--- src/common/cpu_pkg.sv ---
`default_nettype none

package cpu_pkg;

  typedef logic [15:0] word_t;
  typedef logic [3:0]  reg_idx_t;

  typedef enum logic [3:0] {
    OP_ADD = 4'h0,
    OP_SUB = 4'h1,
    OP_XOR = 4'h2,
    OP_SLL = 4'h4,
    OP_SRA = 4'h5,
    OP_LW  = 4'h8,
    OP_SW  = 4'h9,
    OP_LLB = 4'hA,
    OP_LHB = 4'hB,
    OP_B   = 4'hC,
    OP_HLT = 4'hF
  } opcode_e;

  // Operand source for the execute and store muxes
  typedef enum logic [1:0] {
    FWD_NONE   = 2'd0,
    FWD_EX_MEM = 2'd1,
    FWD_MEM_WB = 2'd2
  } fwd_e;

  typedef struct packed {
    logic z;
    logic v;
    logic n;
  } flags_t;

  typedef struct packed {
    word_t instr;
    word_t pc_plus_2;
  } if_id_t;

  typedef struct packed {
    opcode_e  op;
    word_t    rd1;
    word_t    rd2;
    word_t    imm;         // Already shaped for the ALU
    reg_idx_t dst;
    reg_idx_t src1;
    reg_idx_t src2;
    logic     alu_src;     // Operand 2 from imm
    logic     mem_read;
    logic     mem_write;
    logic     reg_write;
    logic     sets_flags;
  } id_ex_t;

  typedef struct packed {
    word_t    alu_result;
    word_t    store_data;
    reg_idx_t dst;
    reg_idx_t src2;
    logic     mem_read;
    logic     mem_write;
    logic     reg_write;
  } ex_mem_t;

  typedef struct packed {
    word_t    result;
    reg_idx_t dst;
    logic     reg_write;
  } mem_wb_t;

endpackage

`default_nettype wire
--- src/verilog/word_mem.sv ---
`timescale 1ns/1ps
`default_nettype none

module word_mem #(
  parameter int WORDS = 256
) (
  input  logic           clk,
  input  logic           we,
  input  cpu_pkg::word_t waddr,
  input  cpu_pkg::word_t wdata,
  input  cpu_pkg::word_t raddr,
  output cpu_pkg::word_t rdata
);

  localparam int AW = $clog2(WORDS);

  cpu_pkg::word_t mem [WORDS];

  // Byte address, so bit 0 is dropped
  always_ff @(posedge clk) begin
    if (we) begin
      mem[waddr[AW:1]] <= wdata;
    end
  end

  assign rdata = mem[raddr[AW:1]];  // Combinational read

endmodule

`default_nettype wire

--- config.mk ---
export PLATFORM = sky130hd
export DESIGN_NAME = word_mem
export DESIGN_NICKNAME = d
export VERILOG_FILES = /design/src/common/cpu_pkg.sv /design/src/verilog/word_mem.sv
export SDC_FILE = /design/constraint.sdc
export NUM_CORES = 2
export LEC_CHECK = 0
export BUFFER_PORTS_ARGS = -buffer_cell sky130_fd_sc_hd__clkbuf_2
export CELL_PAD_IN_SITES_DETAIL_PLACEMENT = 1
export CELL_PAD_IN_SITES_GLOBAL_PLACEMENT = 2
export CORE_MARGIN = 2
export CORE_UTILIZATION = 35
export CTS_BUF_LIST = sky130_fd_sc_hd__clkbuf_8
export CTS_CLUSTER_DIAMETER = 200
export CTS_CLUSTER_SIZE = 16
export DETAILED_ROUTE_END_ITERATION = 10
export GPL_TIMING_DRIVEN = 0
export PLACE_DENSITY = 0.69
export SKIP_LAST_GASP = 1
export SYNTH_ARGS = -nofsm -noshare
export SYNTH_HDL_FRONTEND = slang
export SYNTH_SLANG_ARGS = --single-unit
--- constraint.sdc ---
create_clock -name clk -period 4.18 [get_ports clk]
set_clock_uncertainty 0.1 [all_clocks]
set_input_delay 0.418 -clock clk [delete_from_list [all_inputs] [get_ports clk]]
set_output_delay 0.418 -clock clk [all_outputs]
set_load 0.01 [all_outputs]
# [Yosys cells after proc, flatten, opt, wreduce, memory -nomap -nowiden]
# Memories as Yosys holds them, arrays and structs flattened.
# Cells that the tools add are included.
[op_classes] n_mux=2
[op_table] cell="2-to-1 mux 1 bit" count=2
[word_totals] reg_bits=0 mem_bits_rw=4096 in_bits=50 elab_cells=3 memories=1
[memory_table] name="mem" depth=256 word_bits=16 read_ports=1 rd_clocked_by_memory_dff=0 write_ports=1 line_no="word_mem.sv:17" rtl="cpu_pkg::word_t mem [WORDS];"

# [Longest topological paths before layout]
[depth] ltp_word=2 mapped_depth=12 depth_no_buf=6

# [Least setup slack after synthesis]
# OpenSTA, ideal clock, no wires.
[synth_path] kind="input to output" startpoint="input raddr[1]" endpoint="output rdata[10]" t_arrival_ps=2436 t_required_ps=3662 path_slack_ps=1226 cell_stages=8 n_path_buf=3 cell_sequence="buf_6 -> buf_6 -> buf_2 -> mux4_2 -> mux4_2 -> a22o_1 -> o32ai_1 -> nor4_1"
[synth_between] elab_chain_len=1
[synth_lines] item="start, declared" line_no="word_mem.sv:11" rtl="input cpu_pkg::word_t raddr,"
[synth_lines] item="memory (256 x 16 bit)"
[synth_lines] item="end, declared" line_no="word_mem.sv:12" rtl="output cpu_pkg::word_t rdata"
# No other way between the ends.

# [Worst setup path after layout]
[layout_path] startpoint="input raddr[2]" endpoint="output rdata[8]"
# Same word-level chain as after synthesis.

==> flow_summary.toml <==
[drt]
final_antenna_net_count = 0
dr_total_vias = 81877
avgRoutedWirePerCell_um = 37.8
drt_wl_total_um = 528000
drc = 0
drtIter0Drc = 11394
first_pass_iters = 8
viasPerCell = 5.86

[grt]
grt_max_degree = 129
antenna_found_initial = 39
grt_pass1_vias = 83369
grt_pass1_wl_um = 717000
grt.overflow.total = 0
track_usage_pct = 22.6

[finish]
finish.net_count = 7994
mostFrequentLayoutCells = "edfxtp_1 (4096), mux4_2 (797), mux2i_1 (565)"
multi_input_area_mm2 = 0.0358
layout_commonest_cell = "edfxtp_1"
fill_cells = 42625
fin_util_pct = 39.7
areaGrowthSynthToFinish_pct = 13.2
largest_reg_flops = 4096
drive_above_1_share_pct = 30.4
seq_area_mm2 = 0.123

[die]
die_h_um = 677
pin_count = 66
die-area_mm2 = 0.458
initial_core_util_pct = 35.1
rows = 247
die_width_um = 677
core_area_mm2 = 0.452

[power]
p_per_area_mw_per_mm2 = 391
ir_drop_uv = 283
p_leak_nw = 54.6

[synth]
avgSynthCellArea_um2 = 21.6
synth_flop_cell = "edfxtp_1"
ys_types = 51
netlist_area_mm2 = 0.158
synth_edf_count = 4096
ys_async_sr_fraction_pct = 0
seq_area_frac_synth_pct = 77.7
syn_inst = 7344
ys_seq_elements = 4096
syn_nets = 7394
yosys_warnings = 0

[timing]
final_hold_viol_count = 0
fin_crit_sh_pct = 111
fmax_mhz = 215
worstMarginPinSlew_ns = 1.41
slew_headroom_pct = 5.59
rsz0062_at_grt = "yes"
min_period_ns = 4.65
setup_ws_ns = -0.470
drv_slew = 0
final-setup-viol-count = 16

[cts]
cts_buffer_depth = 4
numCtsBuffers = 293
tritoncts = "built"
cts_sinks = 4096
clk_pin_slew_worst_paths_ns = 0.10
clock-root-buffer = "clkbuf_8"
htree_levels = 5

[setup_path]
criticalPathCategory = "primary input to primary output"
cp-start-kind = "primary input"
required_ns = 3.66
path_max_fanout = 10
crit_arrival_ns = 4.13
endpoint_kind = "primary output"

[outcome]
outcome = "finished with violations"
violations = "setup timing"

[min_path]
hold_path.class = "primary input to register"

[job]
maxCapViolations = 0

[placed_design]
dp_hpwl_um = 371000
dp_slack_ns = -3.03
gpl.final_weighted_congestion = 0.969
io_buffers = 39
[worst paths after layout]
check | slack (ns) | to | cells after the start | start
setup / recovery | -0.47 | rdata[8] | 11 | raddr[2]
hold / removal | 0.10 | mem[201][15] | 2 | wdata[15]
[cell families (layout without fill, tap and decap cells)]
kind of cell / count (synthesis) / count (layout) / synth area share, %
muxes: 1450 / 1450 / 15.5
DFF: 4096 / 4096 / 77.7
AOI/OAI and AO/OA: 786 / 786 / 3.54
and+or+nand+nor: 556 / 556 / 1.58
buffers and inverters: 456 / 1080 / 1.70
other: 0 / 17 / 0
[synth_stat cells, types with 4 or more instances]
master | count | area, µm²
nand4_1 | 26 | 163
a221oi_1 | 28 | 245
nor4_1 | 17 | 106
nand3_1 | 35 | 175
a2111oi_0 | 6 | 52.6
nand2_1 | 38 | 143
o221ai_1 | 252 | 2210
buf_2 | 76 | 380
a22oi_1 | 43 | 323
or2_2 | 4 | 25.0
buf_1 | 27 | 101
mux2_2 | 88 | 991
clkbuf_1 | 230 | 863
mux4_2 | 797 | 17900
buf_6 | 77 | 867
edfxtp_1 | 4096 | 123000
buf_8 | 11 | 165
o22ai_1 | 148 | 926
o32ai_1 | 20 | 175
a21oi_1 | 175 | 876
a22o_1 | 32 | 280
buf_12 | 5 | 100
nor2_1 | 304 | 1140
nor3_1 | 92 | 460
a211oi_1 | 18 | 135
a31oi_1 | 6 | 37.5
and3_1 | 11 | 68.8
mux2i_1 | 565 | 5660
o21ai_0 | 37 | 185
buf_4 | 26 | 195
nor2b_1 | 9 | 56.3
o31ai_1 | 16 | 120
[metal layers]
metal	wire (µm)	global-route usage (%)	part of all wire, %	up-vias
met5	49	0	0.0093	-
li1	-	-	-	32079
met3	43900	3.76	8.3	865
met4	27900	10.3	5.3	8
met1	208000	30.5	39	44908
met2	248000	36.1	47	4017
[metrics by stage]
| stage | hold slack, ns | TNS [ns] | std cells | area (µm²) | power (W) |
|---|---|---|---|---|---|
| after detailed placement | 0.677 | -42.56 | 13592 | 171000 | 0.0513 |
| final | 0.104 | -5.69 | 13961 | 179000 | 0.0702 |
| after CTS | 0.0400 | -4.75 | 13935 | 178000 | 0.0703 |
| after global placement | 1.43 | -8609.61 | 13359 | 166000 | 0.0513 |
| after global routing | 0.111 | -4.57 | 13951 | 179000 | 0.0718 |
| after floorplan | 0.417 | 0 | 7344 | 158000 | 0.0484 |
[where the power goes]
group          internal [W]  leakage [nW]  total [W]  switching (W)
Sequential           0.0452          36.8     0.0452      0.0000210
Combinational       0.00176          15.5    0.00555        0.00379
Clock               0.00659          2.24     0.0194         0.0128
Total                0.0536          54.6     0.0702         0.0166
[final cells by class]
class                      count  area share [%]
buffer                       452            1.99
antenna                       17          0.0237
tap                         5976            4.17
multi-input combinational   2792            20.0
inverter                       4         0.00977
sequential                  4096            68.6
timing repair buffer         305            2.81
clock inverter                17          0.0928
clock buffer                 302            2.32
[worst max-delay path, cell delays in order]
cell and delay (ns):
buf_4 0.31, buf_6 0.27, buf_4 0.24, buf_4 0.36
buf_4 0.31, mux4_2 0.34, a211oi_1 0.10, o21ai_0 0.49
nand3_1 0.32, nor4_4 0.63, clkbuf_2 0.27
[repair_timing]
item | CTS | global route
setup endpoints to repair | 16 | 16
cloned | 0 | 0
resized for setup | 620 | 189
hold buffers | 21 | 0
setup buffers | 3 | 10
pin swaps | 56 | 50
hold endpoints to repair | 1450 | 0
(Power assumes the default switching activity.)
