[config.mk]
export PLATFORM = sky130hd
export DESIGN_NAME = alu
export DESIGN_NICKNAME = d
export VERILOG_FILES = /design/src/common/cpu_pkg.sv /design/src/verilog/alu.sv
export SDC_FILE = /design/constraint.sdc
export NUM_CORES = 1
export LEC_CHECK = 0
export ABC_AREA = 0
export BUFFER_PORTS_ARGS = -buffer_cell sky130_fd_sc_hd__buf_4
export CAP_MARGIN = 30
export CORE_ASPECT_RATIO = 2
export CORE_MARGIN = 2
export CORE_UTILIZATION = 45
export CTS_CLUSTER_DIAMETER = 40
export CTS_CLUSTER_SIZE = 24
export DETAILED_ROUTE_END_ITERATION = 10
export GPL_TIMING_DRIVEN = 1
export HOLD_SLACK_MARGIN = 0.05
export PLACE_DENSITY_LB_ADDON = 0.05
export SYNTH_ARGS = -nofsm -noshare
export SYNTH_HDL_FRONTEND = slang
export SYNTH_SLANG_ARGS = --single-unit
export TNS_END_PERCENT = 30
[constraint.sdc]
create_clock -name clk -period 10.2 [get_ports clk]
set_input_delay 1.02 -clock clk [delete_from_list [all_inputs] [get_ports clk]]
set_output_delay 1.02 -clock clk [all_outputs]
set_load 0.02 [all_outputs]
[src/common/cpu_pkg.sv]
`default_nettype none

package cpu_pkg;

  typedef logic [15:0] word_t;
  typedef logic [3:0]  reg_idx_t;

  typedef enum logic [3:0] {
    OP_ADD = 4'h0,
    OP_SUB = 4'h1,
    OP_XOR = 4'h2,
    OP_SLL = 4'h4,
    OP_SRA = 4'h5,
    OP_LW  = 4'h8,
    OP_SW  = 4'h9,
    OP_LLB = 4'hA,
    OP_LHB = 4'hB,
    OP_B   = 4'hC,
    OP_HLT = 4'hF
  } opcode_e;

  // Operand source for the execute and store muxes
  typedef enum logic [1:0] {
    FWD_NONE   = 2'd0,
    FWD_EX_MEM = 2'd1,
    FWD_MEM_WB = 2'd2
  } fwd_e;

  typedef struct packed {
    logic z;
    logic v;
    logic n;
  } flags_t;

  typedef struct packed {
    word_t instr;
    word_t pc_plus_2;
  } if_id_t;

  typedef struct packed {
    opcode_e  op;
    word_t    rd1;
    word_t    rd2;
    word_t    imm;         // Already shaped for the ALU
    reg_idx_t dst;
    reg_idx_t src1;
    reg_idx_t src2;
    logic     alu_src;     // Operand 2 from imm
    logic     mem_read;
    logic     mem_write;
    logic     reg_write;
    logic     sets_flags;
  } id_ex_t;

  typedef struct packed {
    word_t    alu_result;
    word_t    store_data;
    reg_idx_t dst;
    reg_idx_t src2;
    logic     mem_read;
    logic     mem_write;
    logic     reg_write;
  } ex_mem_t;

  typedef struct packed {
    word_t    result;
    reg_idx_t dst;
    logic     reg_write;
  } mem_wb_t;

endpackage

`default_nettype wire
[src/verilog/alu.sv]
`timescale 1ns/1ps
`default_nettype none

module alu (
  input  logic             clk,
  input  logic             rst_n,
  input  cpu_pkg::opcode_e op,
  input  cpu_pkg::word_t   a,
  input  cpu_pkg::word_t   b,
  input  logic             sets_flags,
  output cpu_pkg::word_t   result,
  output cpu_pkg::flags_t  flags
);

  cpu_pkg::word_t sum;
  cpu_pkg::word_t diff;
  cpu_pkg::word_t limit;
  logic           add_ovf;
  logic           sub_ovf;
  logic           sat;

  assign sum     = a + b;
  assign diff    = a - b;
  assign add_ovf = (a[15] == b[15]) && (sum[15] != a[15]);
  assign sub_ovf = (a[15] != b[15]) && (diff[15] != a[15]);
  assign limit   = a[15] ? 16'h8000 : 16'h7FFF;  // Clamp toward a's sign

  always_comb begin
    sat = 1'b0;
    case (op)
      cpu_pkg::OP_ADD: begin
        sat    = add_ovf;
        result = add_ovf ? limit : sum;
      end
      cpu_pkg::OP_SUB: begin
        sat    = sub_ovf;
        result = sub_ovf ? limit : diff;
      end
      cpu_pkg::OP_XOR: result = a ^ b;
      cpu_pkg::OP_SLL: result = a << b[3:0];
      cpu_pkg::OP_SRA: result = $signed(a) >>> b[3:0];
      cpu_pkg::OP_LLB: result = {a[15:8], b[7:0]};
      cpu_pkg::OP_LHB: result = {b[15:8], a[7:0]};
      default:         result = sum;  // LW and SW address
    endcase
  end

  ////////////////////
  // Flag register
  ////////////////////
  always_ff @(posedge clk or negedge rst_n) begin
    if (!rst_n) begin
      flags <= '0;
    end else if (sets_flags) begin
      flags.z <= (result == '0);
      flags.v <= sat;        // XOR leaves it clear
      flags.n <= result[15];
    end
  end

endmodule

`default_nettype wire

# == Word level (Yosys, flattened, before mapping) ==
# Cells that the tools add are included.
# totals
out_inout_bits,19
regBits,3
input_bits,39
word_cells,27
# op_classes
n_eq_ne,10
shifts,2
n_mux,5
n_reduce_logical,4
addsub,2
bitwise,1
# ops
operator,n
16-bit case mux with 7 select lines,1
16-bit 2-to-1 mux,3
16-bit adder,1
16-bit logical NOT,1
16-bit by 4-bit left shift with 16-bit output,1
16-bit by 4-bit >>> shifter with 16-bit output,1
16-bit subtractor,1
16-bit bitwise XOR,1
"4-bit by 3-bit equality test with 1-bit output, second input constant",2
"4-bit equality test, second input constant",2
"4-bit by 1-bit equality test with 1-bit output, second input constant",1
"4-bit by 2-bit equality test with 1-bit output, second input constant",1
4-bit logical NOT,1
1-bit inequality test,3
1-bit logical AND,2
1-bit case mux with 2 select lines,1
1-bit equality test,1

# == Longest topological paths before layout ==
# depth
word_depth,6
mapped_depth,23
depth_no_buf,21

# == Worst setup path before layout ==
# OpenSTA, ideal clock, no wires.
# synth_timing
kind,input-to-output
start,in b[1]
end,out result[12]
t_required_ns,9.180
setup_slack_ns,4.008
path_stages,20
path_buffers,2
t_arrival_ns,5.172
cell_sequence,buf_2 -> clkinv_1 -> buf_1 -> ha_1 -> nor2b_1 -> o21a_1 -> a21oi_1 -> o31ai_2 -> a21oi_1 -> o21bai_1 -> a21o_1 -> a21oi_1 -> fa_1 -> or3b_2 -> o21ai_1 -> nor3_1 -> a311oi_1 -> a21o_1 -> a21oi_1 -> a21oi_1
# synth_via
elab_chain_cells,5
elab_cells_between_ends,11
cone_classes,add/sub: 2; eq/ne: 2; shift: 2; mux: 3; reduce/logical: 2
# synth_rtl
element,line_no,text
from (decl),alu.sv:9,"input cpu_pkg::word_t b,"
16-bit subtractor or 16-bit adder (tied branches),"alu.sv:23, alu.sv:22",
1-bit inequality test (on tied branches),"alu.sv:25, alu.sv:24",
1-bit logical AND (on tied branches),"alu.sv:25, alu.sv:24",
16-bit 2-to-1 mux (on tied branches),"alu.sv:37, alu.sv:33",
16-bit case mux with 7 select lines (*),alu.sv:30,case (op)
to (decl),alu.sv:11,"output cpu_pkg::word_t result,"
# Mark *: on every way between the ends. The rest lies on a longest branch, timed or not.

# == Worst setup path in the final report ==
# Same ends and word-level chain as after synthesis.

==> run metrics <==
commonest cells after routing, fill and taps aside nor2_1 (66), buf_4 (58), a21oi_1 (50); antenna violations before repair 0; power density over the cells 82.09 nW/um^2; standard-cell rows 51; most common flop cell mapped by yosys dfrtp_1; final worst-path cycle share 72.14%; Final WS setup 2.842 ns; Hold Crit Class flop to flop; crit-path max FO 49; Final Power just over 0.4 mW; DR WL/cell 25.48 um; worst-margin pin slew 1.122 ns; Antenna Cells 0; CP startpoint kind input pin; largest registers flags (3); critical-path cell list buf_4 -> clkinv_1 -> ha_1 -> nor2b_1 -> o21a_1 -> a21oi_1 -> o31ai_2 -> a21oi_1 -> o21bai_1 -> a21o_1 -> a21oi_1 -> fa_1 -> or3b_2 -> o21ai_1 -> nor3_1 -> a311oi_1 -> a21o_1 -> a21oi_1 -> a21oi_1 -> buf_4; Largest register FFs 3; status finished clean; worst vdd ir 0.04840 mV; DP HPWL 15.81 mm; crit-path most repeated cell a21oi_1; CTS sink count 3; port buffer count 57; most flop-heavy register flags; Reg area 75.07 um^2; Rel. slew slack between 20% and 30%; post-synthesis register bit count 3; total wire length 19.75 mm; Initial Utilization between 40% and 50%; nets a little over 700; starting DRC count in detailed routing 448; Min Hold Slack about 0.52 ns; Post-synth EDFFs 0; CTS Buf Count 3; non-filler instance count after layout roughly 780; Layout Utilization between 50% and 60%; Fin. Hold Viols 0; # placed instances 771; I/O pin total 58; Layout area overhead 9.431%; leakage approximately 2 nW; hold_buf cts 0; top cell type's share of synthesized area 8.650%; htree depth 1; slowest stage delay, CP about 0.56 ns; DIE AREA ~11,000 um^2; Syn Area/Cell 7.152 um^2; Worst-path clk slew 0.03 ns; first-pass GRT wire length 30.33 mm; max-capacitance violation count 0; largest net degree at the start of global routing 50; Synth area leader ha_1; post-route ant nets 0; Yosys cell types 80; commonest non-fill, non-tap cell in the layout nor2_1; final setup vio count 0; total global routing overflow 0; Vias 5,262; core area 9699 um^2; slowest stage cell, crit path clkinv_1; min cycle time layout 7.358 ns; clk buf depth 2; arrival time at the worst endpoint 6.34 ns; CTS resizes 0; CTS root buffer clkbuf_16; die height 145.2 um; post-CTS setup repair buffer count 0; chip width 74.59 um; setup TNS 0 ns; Syn Inst Count 627; Fillers 1,055; CP Data Required Time 9.18 ns; critical path endpoint category primary output; DR vias/cell 6.790; post-layout instance area approximately 4900 um^2; clk_skew 0 ns; Max Clock Freq 135.9 MHz; share of cells above drive strength 1 17.26%; clk_lat worst skew between 0.2 and 0.25 ns; sequential element share of the synthesized area 1.674%; TritonRoute pass-1 iters 6; final slew viol count 0; residual DRC count 0; TritonCTS clock tree done; routability-driven placement congestion ratio 1.029; multi-input logic area 4001 um^2; GRT Overall Usage 37.02%; Mapped Area 4484 um^2; Synth async-reset ratio 100.0%; syn_nets 700; Setup WS pre-CTS 2.961 ns; Setup Crit Path Kind input pin to primary output; number of global-route vias before repair 5,181; RSZ-0062 raised after global routing no; Post-Place Cell Area 4828 um^2; Synth area leaders ha_1 (8.6%), mux4_2 (8.5%), mux2i_1 (5.8%), a21oi_1 (5.6%), nor2_1 (5.5%); Ys Warns 0
[layout make-up]
type	count	area share, %
Multi-Input combinational cell	540	81.54
Timing Repair Buffer	60	9.204
Tap cell	132	3.366
Inverter	36	2.754
Clock buffer	4	1.606
Sequential cell	3	1.530
[worst paths after layout]
kind | startpoint | to | slack [ns] | depth (start not counted)
worst max-delay path | b[1] | result[12] | 2.84 | 20
worst min register to register | flags[2] | flags[2] | 0.52 | 2
worst min-delay path | flags[2] | flags[2] | 0.52 | 2
max in group asynchronous | rst_n | flags[2] | 9.53 | 1
worst max register to register | flags[0] | flags[0] | 9.44 | 1
min in group asynchronous | rst_n | flags[0] | 0.58 | 1
[synth_stat cells (all sizes together) (5+ instances only)]
cell,instances
o2111ai,8
o211ai,10
a31oi,6
nor3,18
o21a,5
and2,11
nor2b,11
mux4,18
mux2,13
buf,30
clkbuf,18
o31ai,5
mux2i,26
nand2,47
o21ai,40
ha,31
inv,35
nor2,66
nand2b,10
a211oi,8
nand3,14
o22ai,14
or2,6
a21o,9
xnor2,16
a21oi,52
a311oi,6
o311ai,6
[where the power goes]
| group | internal (mW) | leakage (nW) | switching [mW] |
|---|---|---|---|
| clock network | 0.0516 | 0.0382 | 0.0114 |
| logic | 0.125 | 1.93 | 0.200 |
| registers | 0.0134 | 0.0385 | 0.000848 |
| total | 0.190 | 2.00 | 0.213 |
[logic make-up after synthesis]
group           count (synthesis)  share of synthesized area [%]
flops                           3                          1.674
simple gates                  221                          25.11
compound gates                208                          32.03
buf+inv                        84                          9.096
fa+ha+maj                      34                          9.989
xor+xnor                       20                          3.906
mux                            57                          18.19
[per-layer routing]
layer | part of all wire [%] | global-route usage (%) | vias up
met3 | 5.2 | 4.444 | 89
li1 | - | - | 2410
met4 | 8.7 | 22.86 | 0
met1 | 34 | 40.59 | 2500
met2 | 52 | 64.20 | 263
met5 | 0 | 0 | -
[critical path, delay by kind of cell]
family / cells / cell delay (ns)
AOI/OAI and AO/OA: 12 / 2.31
buffers and inverters: 3 / 1.17
adders and majority gates: 2 / 1.06
and+or+nand+nor: 3 / 0.74
No activity file was read; power rests on OpenSTA's default activity.
