--- src/common/cpu_pkg.sv ---
`default_nettype none

package cpu_pkg;

  typedef logic [15:0] word_t;
  typedef logic [3:0]  reg_idx_t;

  typedef enum logic [3:0] {
    OP_ADD = 4'h0,
    OP_SUB = 4'h1,
    OP_XOR = 4'h2,
    OP_SLL = 4'h4,
    OP_SRA = 4'h5,
    OP_LW  = 4'h8,
    OP_SW  = 4'h9,
    OP_LLB = 4'hA,
    OP_LHB = 4'hB,
    OP_B   = 4'hC,
    OP_HLT = 4'hF
  } opcode_e;

  // Operand source for the execute and store muxes
  typedef enum logic [1:0] {
    FWD_NONE   = 2'd0,
    FWD_EX_MEM = 2'd1,
    FWD_MEM_WB = 2'd2
  } fwd_e;

  typedef struct packed {
    logic z;
    logic v;
    logic n;
  } flags_t;

  typedef struct packed {
    word_t instr;
    word_t pc_plus_2;
  } if_id_t;

  typedef struct packed {
    opcode_e  op;
    word_t    rd1;
    word_t    rd2;
    word_t    imm;         // Already shaped for the ALU
    reg_idx_t dst;
    reg_idx_t src1;
    reg_idx_t src2;
    logic     alu_src;     // Operand 2 from imm
    logic     mem_read;
    logic     mem_write;
    logic     reg_write;
    logic     sets_flags;
  } id_ex_t;

  typedef struct packed {
    word_t    alu_result;
    word_t    store_data;
    reg_idx_t dst;
    reg_idx_t src2;
    logic     mem_read;
    logic     mem_write;
    logic     reg_write;
  } ex_mem_t;

  typedef struct packed {
    word_t    result;
    reg_idx_t dst;
    logic     reg_write;
  } mem_wb_t;

endpackage

`default_nettype wire
--- src/verilog/hazard_unit.sv ---
`timescale 1ns/1ps
`default_nettype none

module hazard_unit (
  input  cpu_pkg::reg_idx_t id_src1,
  input  cpu_pkg::reg_idx_t id_src2,
  input  cpu_pkg::opcode_e  id_op,
  input  cpu_pkg::id_ex_t   id_ex,
  input  cpu_pkg::ex_mem_t  ex_mem,
  input  cpu_pkg::mem_wb_t  mem_wb,
  output cpu_pkg::fwd_e     fwd_a,
  output cpu_pkg::fwd_e     fwd_b,
  output logic              fwd_store,
  output logic              stall
);

  logic uses_src1;
  logic uses_src2;
  logic load_use;

  // Newest producer wins. A load in ex_mem only holds its address
  function automatic cpu_pkg::fwd_e pick(input cpu_pkg::reg_idx_t src,
      input cpu_pkg::ex_mem_t em, input cpu_pkg::mem_wb_t mw);
    if (em.reg_write && !em.mem_read && em.dst != '0 && em.dst == src)
      return cpu_pkg::FWD_EX_MEM;
    if (mw.reg_write && mw.dst != '0 && mw.dst == src)
      return cpu_pkg::FWD_MEM_WB;
    return cpu_pkg::FWD_NONE;
  endfunction

  assign fwd_a = pick(id_ex.src1, ex_mem, mem_wb);
  assign fwd_b = (id_ex.alu_src && !id_ex.mem_write) ? cpu_pkg::FWD_NONE :
                 pick(id_ex.src2, ex_mem, mem_wb);

  // SW data after a load is caught here instead of stalling
  assign fwd_store = ex_mem.mem_write && mem_wb.reg_write && mem_wb.dst != '0 &&
                     mem_wb.dst == ex_mem.src2;

  assign uses_src1 = (id_op != cpu_pkg::OP_B) && (id_op != cpu_pkg::OP_HLT);
  assign uses_src2 = (id_op == cpu_pkg::OP_ADD) || (id_op == cpu_pkg::OP_SUB) ||
                     (id_op == cpu_pkg::OP_XOR);

  assign load_use = id_ex.mem_read && id_ex.dst != '0 &&
                    ((uses_src1 && id_ex.dst == id_src1) || (uses_src2 && id_ex.dst == id_src2));

  // B waits until the flag register has caught up
  assign stall = load_use || (id_op == cpu_pkg::OP_B && id_ex.sets_flags);

endmodule

`default_nettype wire

--- config.mk ---
export PLATFORM = sky130hd
export DESIGN_NAME = hazard_unit
export DESIGN_NICKNAME = d
export VERILOG_FILES = /design/src/common/cpu_pkg.sv /design/src/verilog/hazard_unit.sv
export SDC_FILE = /design/constraint.sdc
export NUM_CORES = 1
export LEC_CHECK = 0
export BUFFER_PORTS_ARGS = -buffer_cell sky130_fd_sc_hd__buf_2
export CAP_MARGIN = 20
export CORE_AREA = 3 3 58 60
export DETAILED_ROUTE_END_ITERATION = 12
export DIE_AREA = 0 0 61 63
export GPL_TIMING_DRIVEN = 1
export PLACE_DENSITY_LB_ADDON = 0.15
export SLEW_MARGIN = 25
export SYNTH_ARGS = -nofsm -noshare
export SYNTH_HDL_FRONTEND = slang
export SYNTH_SLANG_ARGS = --single-unit
--- constraint.sdc ---
create_clock -name vclk -period 3.2
set_input_delay 0.64 -clock vclk [all_inputs]
set_output_delay 0.64 -clock vclk [all_outputs]
set_load 0.05 [all_outputs]
# Yosys cells after proc, flatten, opt, wreduce, memory -nomap -nowiden
# Cells that the tools add are included.
# totals
in_bits	145
regBits	0
elab_cells	54
output_inout_bits	6
# op_classes
n_mux	15
eq_ne	12
reduce_logical	27
# op_table
cell	n
== test 4 bit	7
two-way mux 2 bit	9
logical AND 1 bit	17
nonzero test 4 bit	3
!= test 4 bit (second input constant)	2
two-way mux 1 bit	6
== test 4 x 1 -> 1 bit (second input constant)	1
== test 4 x 2 -> 1 bit (second input constant)	1
== test 4 bit (second input constant)	1
logical NOT 4 bit	1
logical OR 1 bit	4
logical NOT 1 bit	2

# Depth between registers and ports, before layout
# depth
depth_word	9
ltp_mapped	4
depth_no_buf	4

# Worst setup path after synthesis
# No wires, ideal clock.
# synth_path
kind	input port to output port
start	input ex_mem[10] (netlist name)
end	output fwd_a[1]
cell_stages	4
t_required_ps	2560
path_slack_ps	-52
arrival_ps	2612
path_buffers	0
cell_sequence	or4_1 > nand3b_1 > nor2_1 > nor3_1
# synth_between
elab_chain_cells	5
word_cells_on_any_way	6
cone_classes	eq/ne (1); mux (2); reduce/logical (3)
# synth_lines
element	line_no	text
from (decl)	hazard_unit.sv:9	input cpu_pkg::ex_mem_t ex_mem,
nonzero test 4 bit	hazard_unit.sv:24	if (em.reg_write && !em.mem_read && em.dst != '0 && em.dst == src)
logical AND 1 bit	hazard_unit.sv:24	
logical AND 1 bit *	hazard_unit.sv:24	
two-way mux 1 bit *	hazard_unit.sv:24	
two-way mux 2 bit *	hazard_unit.sv:26	if (mw.reg_write && mw.dst != '0 && mw.dst == src)
to (decl)	hazard_unit.sv:11	output cpu_pkg::fwd_e fwd_a,
# Mark *: on every way between the ends. The rest lies on a longest branch, timed or not.

# Worst setup path in the final report
# layout_path
start	input mem_wb[1] (netlist name)
end	output fwd_b[1]
# layout_between
elab_chain_cells	8
word_cells_on_any_way	10
cone_classes	eq/ne (1); mux (6); reduce/logical (3)
# layout_lines
element	line_no	text
from (decl)	hazard_unit.sv:10	input cpu_pkg::mem_wb_t mem_wb,
nonzero test 4 bit	hazard_unit.sv:26	
logical AND 1 bit	hazard_unit.sv:26	
logical AND 1 bit *	hazard_unit.sv:26	
two-way mux 1 bit (2 in a row)	hazard_unit.sv:26	
two-way mux 2 bit *	hazard_unit.sv:28	return cpu_pkg::FWD_NONE;
two-way mux 2 bit *	hazard_unit.sv:26	
two-way mux 2 bit *	hazard_unit.sv:32	assign fwd_b = (id_ex.alu_src && !id_ex.mem_write) ? cpu_pkg::FWD_NONE :
to (decl)	hazard_unit.sv:12	output cpu_pkg::fwd_e fwd_b,
# Mark *: on every way between the ends. The rest lies on a longest branch, timed or not. The select of a mux whose other input is x is not followed.

==> impl_metrics.py <==
metrics = {
    "timing": {
        "period_needed_ns": 2.74,
        "rsz0062_at_grt": "no",
        "holdWs_ns": 1.62,
        "relSlewSlack_pct": 49.1,
        "setup_viol_count_final": 0,
        "finalHoldViolCount": 0,
        "setup_slack_ns": 0.456,
        "fmaxAchievable_mhz": 364,
        "maxSlewViolCount": 0,
        "worstMarginPinSlew_ns": 0.753,
        "period_share_pct": 85.7,
        "tns_ns": 0,
    },
    "floorplanning": {
        "coreArea_um2": 2980,
        "ios": 151,
        "die_width_um": 61,
        "die_h_um": 63,
        "die-area_um2": 3840,
        "rows": 20,
        "start_util_pct": 13.6,
    },
    "logic_synthesis": {
        "ys_types": 17,
        "yosysSeqAreaShare_pct": 0,
        "syn_area_per_cell_um2": 7.51,
        "synth_warnings": 0,
        "synth.area.top_cells": "xor2_1 37%, xnor2_1 26%, nand4_1 4.6%",
        "netlist.area_leader.share_pct": 36.7,
        "yosysTopAreaCell": "xor2_1",
        "synthesis.area_um2": 405,
        "netlist_instances": 54,
        "synthesis.nets": 199,
    },
    "clocking": {
        "hold_buffers": 0,
        "post_cts_buffers": 0,
        "cts.repair.resized": 0,
    },
    "detailed_routing": {
        "ant_nets": 0,
        "first_pass_iters": 3,
        "drt-total-wl_um": 1610,
        "num_vias": 577,
        "drt_iter0_markers": 4,
        "drcViolationCount": 0,
        "wl_per_cell_um": 11.8,
        "vias_per_cell": 4.21,
    },
    "worst_setup_path": {
        "required_ns": 2.56,
        "crit_path_start_kind": "input pin",
        "worstPathMaxFanout": 4,
        "crit_type": "input pin to primary output",
        "cp-end-kind": "primary output",
        "worstPathArrival_ns": 2.10,
    },
    "grt": {
        "grt_max_degree": 5,
        "track_usage_pct": 7.85,
        "grt_pass1_wl_um": 2440,
        "grt_pass1_vias": 576,
        "grt-ovfl-total": 0,
        "antenna_found_initial": 0,
    },
    "layout": {
        "regArea_um2": 0,
        "nFlopsAndLatches": 0,
        "fin_nets": 251,
        "n_antenna_cell": 0,
        "instances_no_fill": 137,
        "clock_buffers": 0,
        "drive_above_1_share_pct": 49.0,
        "utilization_pct": 23.6,
        "syn_to_final_growth_pct": 73.1,
    },
    "flow_run": {
        "cap_viol_max_count": 0,
    },
    "power": {
        "power_frac_seq_pct": 0,
        "power.switching_uw": 42.7,
        "p_per_area_nw_per_um2": 123,
        "ir_drop_mv": 0.0322,
        "p_int_uw": 43.7,
        "power_frac_comb_pct": 100.0,
        "p_leak_uw": 0.000348,
        "p_sw_share_pct": 49.4,
        "power_frac_clock_pct": 0,
    },
    "status": {
        "outcome": "complete, no violations",
    },
    "min_path": {
        "hold_class": "input pin to primary output",
    },
    "place": {
        "post-place-ws_ns": 0.437,
        "io_buffers": 50,
        "placedCellCount": 137,
        "dp_hpwl_um": 1500,
        "gp_congestion": 0.714,
    },
}
[cells in the mapped netlist]
library cell and n:
inv_1 1, and3_1 2, nor2_1 2, a21oi_1 2
nand3_1 1, nand3b_1 1, o41ai_1 2, nand4_1 3
a22oi_1 1, nor3_1 2, nor4_1 3, xnor2_1 12
or4_1 2, o21ai_0 1, a2111oi_0 1, xor2_1 17
nand2_1 1
[stage by stage]
| stage | area [µm²] | total power [µW] |
|---|---|---|
| global route | 702 | 96.3 |
| floorplan | 410 | 41.4 |
| global placement | 702 | 86.5 |
| detailed placement | 702 | 87.6 |
| finish | 702 | 86.4 |
| CTS | 702 | 87.8 |
[layer usage]
layer  track usage, %  vias up  part of all wire (%)
li1                 -      298                     -
met2             13.0       40                    39
met3             3.31        0                    19
met5                0        -                     0
met4                0        0                     0
met1             10.0      239                    42
[power by group through the flow]
stage / Clock [µW] / Combinational, µW / Sequential, µW
4_1_cts: 0 / 87.8 / 0
2_1_floorplan: 0 / 41.4 / 0
3_3_place_gp: 0 / 86.5 / 0
5_1_grt: 0 / 96.3 / 0
6_report: 0 / 86.4 / 0
3_5_place_dp: 0 / 87.6 / 0
[path summary, 6_finish.rpt]
| kind | depth (start not counted) | end | slack (ns) | startpoint |
|---|---|---|---|---|
| setup / recovery | 5 | fwd_b[1] | 0.46 | mem_wb[1] |
| hold / removal | 3 | fwd_b[0] | 1.62 | id_ex[4] |
[kinds of logic (layout without fill, tap and decap cells)]
family,Yosys count,count (layout),share of synthesized area (%)
and+or+nand+nor,17,17,24.4
xor gates and xnor gates,29,29,62.7
buffers and inverters,1,51,0.925
AOI/OAI and AO/OA,7,7,12.0
[cells in the final DEF (no fill, tap or decap)]
cell type	Yosys	layout
nand3_1	1	1
xnor2_1	12	12
xor2_1	17	17
nand4_1	3	3
nor3_2	0	1
o41ai_1	2	2
a22oi_1	1	1
inv_1	1	1
nor2_1	2	2
o21ai_0	1	1
nor3_1	2	1
a2111oi_0	1	1
nand2_1	1	1
nor4_1	3	3
a21oi_1	2	2
nand3b_1	1	1
and3_1	2	2
or4_1	2	2
buf_2	0	50
[worst max-delay path, cell delays in order]
cell and delay (ns):
buf_2 0.14, o41ai_1 0.73, nor4_1 0.16, and3_1 0.23
buf_2 0.21
[layout make-up]
| class | count | area, µm² |
|---|---|---|
| Fill cell | 357 | 2280 |
| Multi-Input combinational cell | 53 | 407 |
| Timing Repair Buffer | 50 | 250 |
| Tap cell | 33 | 41.3 |
| Inverter | 1 | 3.75 |
Power figures use the tool's default switching activity.
