===== config.mk =====
export PLATFORM = sky130hd
export DESIGN_NAME = reg_file_flat
export DESIGN_NICKNAME = d
export VERILOG_FILES = /design/src/common/cpu_pkg.sv /design/src/common/rf_if.sv /design/src/verilog/reg_file.sv /design/src/flat_wrapper.sv
export SDC_FILE = /design/constraint.sdc
export NUM_CORES = 1
export LEC_CHECK = 0
export ABC_AREA = 1
export BUFFER_PORTS_ARGS = -buffer_cell sky130_fd_sc_hd__buf_2
export CELL_PAD_IN_SITES_DETAIL_PLACEMENT = 1
export CELL_PAD_IN_SITES_GLOBAL_PLACEMENT = 2
export CORE_MARGIN = 2
export CORE_UTILIZATION = 35
export CTS_CLUSTER_DIAMETER = 30
export DETAILED_ROUTE_END_ITERATION = 8
export GPL_ROUTABILITY_DRIVEN = 0
export HOLD_SLACK_MARGIN = 0.12
export PLACE_DENSITY = 0.81
export SYNTH_ARGS = -nofsm -noshare
export SYNTH_HDL_FRONTEND = slang
export SYNTH_SLANG_ARGS = --single-unit

===== constraint.sdc =====
create_clock -name clk -period 3.1 [get_ports clk]
set_input_delay 0.93 -clock clk [delete_from_list [all_inputs] [get_ports clk]]
set_output_delay 0.93 -clock clk [all_outputs]
set_load 0.005 [all_outputs]

===== src/common/cpu_pkg.sv =====
`default_nettype none

package cpu_pkg;

  typedef logic [15:0] word_t;
  typedef logic [3:0]  reg_idx_t;

  typedef enum logic [3:0] {
    OP_ADD = 4'h0,
    OP_SUB = 4'h1,
    OP_XOR = 4'h2,
    OP_SLL = 4'h4,
    OP_SRA = 4'h5,
    OP_LW  = 4'h8,
    OP_SW  = 4'h9,
    OP_LLB = 4'hA,
    OP_LHB = 4'hB,
    OP_B   = 4'hC,
    OP_HLT = 4'hF
  } opcode_e;

  // Operand source for the execute and store muxes
  typedef enum logic [1:0] {
    FWD_NONE   = 2'd0,
    FWD_EX_MEM = 2'd1,
    FWD_MEM_WB = 2'd2
  } fwd_e;

  typedef struct packed {
    logic z;
    logic v;
    logic n;
  } flags_t;

  typedef struct packed {
    word_t instr;
    word_t pc_plus_2;
  } if_id_t;

  typedef struct packed {
    opcode_e  op;
    word_t    rd1;
    word_t    rd2;
    word_t    imm;         // Already shaped for the ALU
    reg_idx_t dst;
    reg_idx_t src1;
    reg_idx_t src2;
    logic     alu_src;     // Operand 2 from imm
    logic     mem_read;
    logic     mem_write;
    logic     reg_write;
    logic     sets_flags;
  } id_ex_t;

  typedef struct packed {
    word_t    alu_result;
    word_t    store_data;
    reg_idx_t dst;
    reg_idx_t src2;
    logic     mem_read;
    logic     mem_write;
    logic     reg_write;
  } ex_mem_t;

  typedef struct packed {
    word_t    result;
    reg_idx_t dst;
    logic     reg_write;
  } mem_wb_t;

endpackage

`default_nettype wire

===== src/common/rf_if.sv =====
`timescale 1ns/1ps
`default_nettype none

interface rf_if;

  cpu_pkg::reg_idx_t src1;
  cpu_pkg::reg_idx_t src2;
  cpu_pkg::word_t    rd1;
  cpu_pkg::word_t    rd2;
  logic              we;
  cpu_pkg::reg_idx_t dst;
  cpu_pkg::word_t    wdata;

  modport reader (output src1, output src2, input rd1, input rd2);
  modport writer (output we, output dst, output wdata);
  modport regs (
    input  src1, input src2, input we, input dst, input wdata,
    output rd1, output rd2
  );

endinterface

`default_nettype wire


===== src/verilog/reg_file.sv =====
`timescale 1ns/1ps
`default_nettype none

module reg_file (
  input logic clk,
  input logic rst_n,
  rf_if.regs  rf
);

  cpu_pkg::word_t regs [16];

  always_ff @(posedge clk or negedge rst_n) begin
    if (!rst_n) begin
      for (int i = 0; i < 16; i++) begin
        regs[i] <= '0;
      end
    end else if (rf.we && rf.dst != '0) begin  // R0 stays zero
      regs[rf.dst] <= rf.wdata;
    end
  end

  // Writeback data bypasses straight to decode
  assign rf.rd1 = (rf.we && rf.src1 != '0 && rf.dst == rf.src1) ? rf.wdata : regs[rf.src1];
  assign rf.rd2 = (rf.we && rf.src2 != '0 && rf.dst == rf.src2) ? rf.wdata : regs[rf.src2];

endmodule

`default_nettype wire


===== src/flat_wrapper.sv =====
// flat-port wrapper written by rule: the top's interface ports become plain ports
module reg_file_flat 
  (clk, rst_n, rf_src1, rf_src2, rf_we, rf_dst, rf_wdata, rf_rd1, rf_rd2);
  rf_if rf_i ();
  input logic clk;
  input logic rst_n;
  input wire logic [$bits(rf_i.src1)-1:0] rf_src1;
  input wire logic [$bits(rf_i.src2)-1:0] rf_src2;
  input wire logic [$bits(rf_i.we)-1:0] rf_we;
  input wire logic [$bits(rf_i.dst)-1:0] rf_dst;
  input wire logic [$bits(rf_i.wdata)-1:0] rf_wdata;
  output wire logic [$bits(rf_i.rd1)-1:0] rf_rd1;
  output wire logic [$bits(rf_i.rd2)-1:0] rf_rd2;
  assign rf_i.src1 = rf_src1;
  assign rf_i.src2 = rf_src2;
  assign rf_i.we = rf_we;
  assign rf_i.dst = rf_dst;
  assign rf_i.wdata = rf_wdata;
  assign rf_rd1 = rf_i.rd1;
  assign rf_rd2 = rf_i.rd2;
  reg_file u_core (.clk(clk), .rst_n(rst_n), .rf(rf_i));
endmodule

# ---- Word level (Yosys, flattened, before mapping)
# Index checks and enable logic that the tools add are counted.
dict set report word_totals {
  reg_bits 256
  out_inout_bits 32
  elab_cells 45
}
dict set report classes {
  n_eq_ne 2
  n_reduce_logical 9
  bitwise 3
  magnitude_cmp 4
  n_mux 11
}
# operator n
set ops {}
lappend ops {{256-bit bitwise mux} 1}
lappend ops {{16-bit binary-select mux with 4-bit select} 2}
lappend ops {{16-bit 2-to-1 mux} 7}
lappend ops {{16-bit demux with 4-bit select} 1}
lappend ops {{5-bit >= comparator, second input constant} 3}
lappend ops {{4-bit NOT with 5-bit output} 3}
lappend ops {{4-bit nonzero test} 3}
lappend ops {{4-bit == test} 2}
lappend ops {{1-bit logical AND} 6}
lappend ops {{5-bit by 1-bit < comparator with 1-bit output, second input constant} 1}

# ---- Longest topological paths before layout
dict set report depth {
  word_depth 6
  depth_mapped 10
  depth_no_buf 8
}

# ---- Worst setup path before layout
# Ideal clock, no wire load.
dict set report synth_timing {
  path_kind {in2out}
  startpoint {input rf_src2[2]}
  endpoint {output rf_rd2[0]}
  cell_stages 7
  path_slack_ns 0.327
  t_required_ns 2.170
  t_arrival_ns 1.843
  path_buffers 2
  path_cell_list {buf_2 -> inv_2 -> o21ai_1 -> nor2_4 -> buf_2 -> nand4_1 -> nand2_1}
}
dict set report synth_between {
  elab_chain_len 5
  word_cells_on_any_way 9
}
# item line
set synth_rtl {}
lappend synth_rtl {{start: declaration} flat_wrapper.sv:8} ;# input wire logic [$bits(rf_i.src2)-1:0] rf_src2;
lappend synth_rtl {{4-bit NOT with 5-bit output (not written as such)} reg_file.sv:24} ;# assign rf.rd2 = (rf.we && rf.src2 != '0 && rf.dst == rf.src2) ? rf.wdata : regs[rf.src2];
lappend synth_rtl {{16-bit binary-select mux with 4-bit select} reg_file.sv:24}
lappend synth_rtl {{16-bit 2-to-1 mux (not written as such) (2 in a row)} reg_file.sv:24}
lappend synth_rtl {{16-bit 2-to-1 mux *} reg_file.sv:24}
lappend synth_rtl {{end: declaration} flat_wrapper.sv:13} ;# output wire logic [$bits(rf_i.rd2)-1:0] rf_rd2;
# Mark *: on every way between the ends. The rest lies on a longest branch, timed or not. The select of a mux whose other input is x is not followed.

# ---- Worst setup path after layout
dict set report layout_timing {
  startpoint {input rf_src1[0]}
  endpoint {output rf_rd1[4]}
}
dict set report layout_between {
  elab_chain_len 5
  word_cells_on_any_way 9
}
# item line
set layout_rtl {}
lappend layout_rtl {{start: declaration} flat_wrapper.sv:7} ;# input wire logic [$bits(rf_i.src1)-1:0] rf_src1;
lappend layout_rtl {{4-bit NOT with 5-bit output (not written as such)} reg_file.sv:23} ;# assign rf.rd1 = (rf.we && rf.src1 != '0 && rf.dst == rf.src1) ? rf.wdata : regs[rf.src1];
lappend layout_rtl {{16-bit binary-select mux with 4-bit select} reg_file.sv:23}
lappend layout_rtl {{16-bit 2-to-1 mux (not written as such) (2 in a row)} reg_file.sv:23}
lappend layout_rtl {{16-bit 2-to-1 mux *} reg_file.sv:23}
lappend layout_rtl {{end: declaration} flat_wrapper.sv:12} ;# output wire logic [$bits(rf_i.rd1)-1:0] rf_rd1;
# Marked as above.

==> impl_results.md <==
* Run status: finished with violations
* Failing checks: negative setup slack
* Clock latency on the worst-skew pair at between 0.5 and 0.6 ns
* Die area at 46250 µm²
* Layout Cells excl Fill at between 3000 and 4000
* Max reg flops at ~260
* CP Launch Type: primary input
* Dpl cell area at roughly 17000 µm²
* Vias post-DR at 17460
* Initial Util at 35.33%
* Slowest-stage cell, CP: o22ai_1
* Register area share after synthesis at approximately two fifths
* RSZ-0062 raised after global routing: true
* Number of port buffers at 62
* CTS tree: yes
* Largest net degree at the start of global routing at around 60
* Commonest non-fill, non-tap cell in the layout: nand2_1
* Drt initial violations at 1682
* Clock root cell: clkbuf_16
* Clock Pin Slew Worst Setup and Hold Paths at 0.04 ns
* DRT Wirelength at approximately 76 mm
* Hold Slack at approximately 0.31 ns
* Max H-tree Level at 3
* Die X-Extent at 215.1 µm
* Core Region at between 40000 and 50000 µm²
* Worst-margin pin slew at slightly below 0.8 ns
* CP Capture Type: output pin
* Reg-to-reg slack, setup at around 2.4 ns
* First-pass GRT wire length at around 110 mm
* Final setup violation count at 29
* Syn Area/Cell at 6.643 µm²
* Post-Syn Area at approximately 16000 µm²
* DRC viols at 0
* Place WS at -0.1899 ns
* Overall overflow remaining after global route at 0
* Syn_nets at between 2000 and 2500
* VDD IR-drop max at around 0.37 mV
* Min cycle time layout at approximately 3.2 ns
* Hold Vio Cnt, Final at 0
* Arrival @ worst endpoint at between 2 and 2.5 ns
* Synth warn at 0
* Io pins at 63
* Antenna violations before repair at 2
* Area Growth Syn to Fin at 41.36%
* Row count at 77
* Crit path cell chain: buf_16 -> clkinv_16 -> o22ai_1 -> nor2_4 -> buf_12 -> nand3_4 -> nand2_1 -> nand2_1 -> buf_2
* Biggest regs: u_core.regs (256)
* Fin area at about 22000 µm²
* Max-Cap Viols at 0
* Clk buf depth at 3
* Worst R2R Start: u_core.regs[144]$_DFFE_PN0P_
* Num CTS Buffers at 75
* DRT antenna net count at 0
* Skew final at 0 ns
* Drt pass-1 iters at 5
* Vias/cell at roughly 5.6
* Final core occ at 49.95%
* Die Ht at 215.1 µm
* Library cells used by synthesis at 28
* Sum of negative setup slack at -1.015 ns
* Fraction of layout instances using a drive strength above 1 at approximately a quarter
* Largest reg by FF count: u_core.regs
* Detailed placement HPWL at between 40 and 50 mm
* Vias in the first global route at 18040
* Final nets at 2509
* Leak pwr at approximately 11 nW
* Total GRT Usage at 31.75%
* Pwr Density at just over 700 nW/µm²
* Commonest non-fill, non-tap cells in the layout: 808 x nand2_1, 315 x nand3_1, 275 x inv_1
* Max transition margin at a little under half
* Final Power at around 16 mW
* #FFs+latches synth at roughly 260
* Antenna Cells at 0
* Reg2Reg Depth at 2
* # clock sinks at roughly 260
* Routed len/inst at roughly 24 µm
* Fin crit share at 102.7%
* Worst setup margin at -0.08475 ns
* Gate count of the mapped netlist at 2347
* Worst Path Required at about 2.2 ns
* Placed cells at 2947
* CP most frequent cell: nand2_1
* R2r endpoint: u_core.regs[144]$_DFFE_PN0P_
* Fmax at ~310 MHz
* Largest fanout on the critical path at 7
* Worst path max stage delay at roughly 0.29 ns
* Min-delay worst type: in2async
* Max Slew Vio Count at 0
* Kind of critical path: in2out
synth_stat cells (all sizes together):
cell    number  area share [%]
nand2      859              21
nand3      455              15
inv        285             6.9
dfrtp      256              41
o21ai      244             7.9
buf        143             4.8
clkbuf      48             1.2
nand4       32             1.3
nor2        14            0.77
o22ai        4            0.16
a21oi        2            0.21
clkinv       2           0.088
nor3         2           0.096
and3         1           0.040
final cells by class:
cell class              count  area (µm²)
repair inverters            1       8.758
well taps                 592       740.7
flip-flops and latches    256        6406
clock buffers             102        2191
fillers                  5430       22080
multi-input cells        1615        8134
clock inverters            33       441.7
inverters                 287        1144
repair buffers            242        2974
worst max-delay path by stage:
| stage | slack [ns] | cells after the start | to | from |
|---|---|---|---|---|
| 6_report | -0.08 | 9 | rf_rd1[4] | rf_src1[0] |
| 5_1_grt | -0.11 | 9 | rf_rd1[10] | rf_dst[3] |
| 4_1_cts | -0.005 | 12 | rf_rd1[10] | rf_src1[0] |
| 3_5_place_dp | -0.19 | 9 | rf_rd1[2] | rf_src1[1] |
| 3_3_place_gp | -0.15 | 11 | rf_rd2[7] | rf_src2[0] |
| 2_1_floorplan | 0.33 | 7 | rf_rd2[0] | rf_src2[2] |
routing by layer:
metal  track usage [%]  routed length (µm)
met5                 0                  10
met4             15.43                3090
met3             6.723                5823
met2             47.17               33600
met1             43.88               33350
power breakdown:
group | switching [mW] | internal [mW]
Combinational | 2.32 | 1.20
Sequential | 0.311 | 4.04
Clock | 2.36 | 5.64
Total | 4.99 | 10.9
critical path, delay by kind of cell:
family / cells / cell delay (ns)
compound gates: 1 / 0.29
buf+inv: 4 / 0.53
simple gates: 4 / 0.48
repair_timing:
item | in CTS | in global routing
gates cloned | 19 | 9
pin swaps | 42 | 51
gates resized for setup | 135 | 159
endpoints found under the setup margin | 32 | 32
buffers inserted | 14 | 4
hold buffers | 0 | 0
cells by family (layout without fill, tap and decap cells):
family,count (synthesis),in the layout,synth area share [%]
buffers and inverters,478,665,12.96
AND/OR/NAND/NOR,1363,1365,37.70
AO/OA/AOI/OAI,250,250,8.250
flip-flops,256,256,41.09
Power figures use the tool's default switching activity.
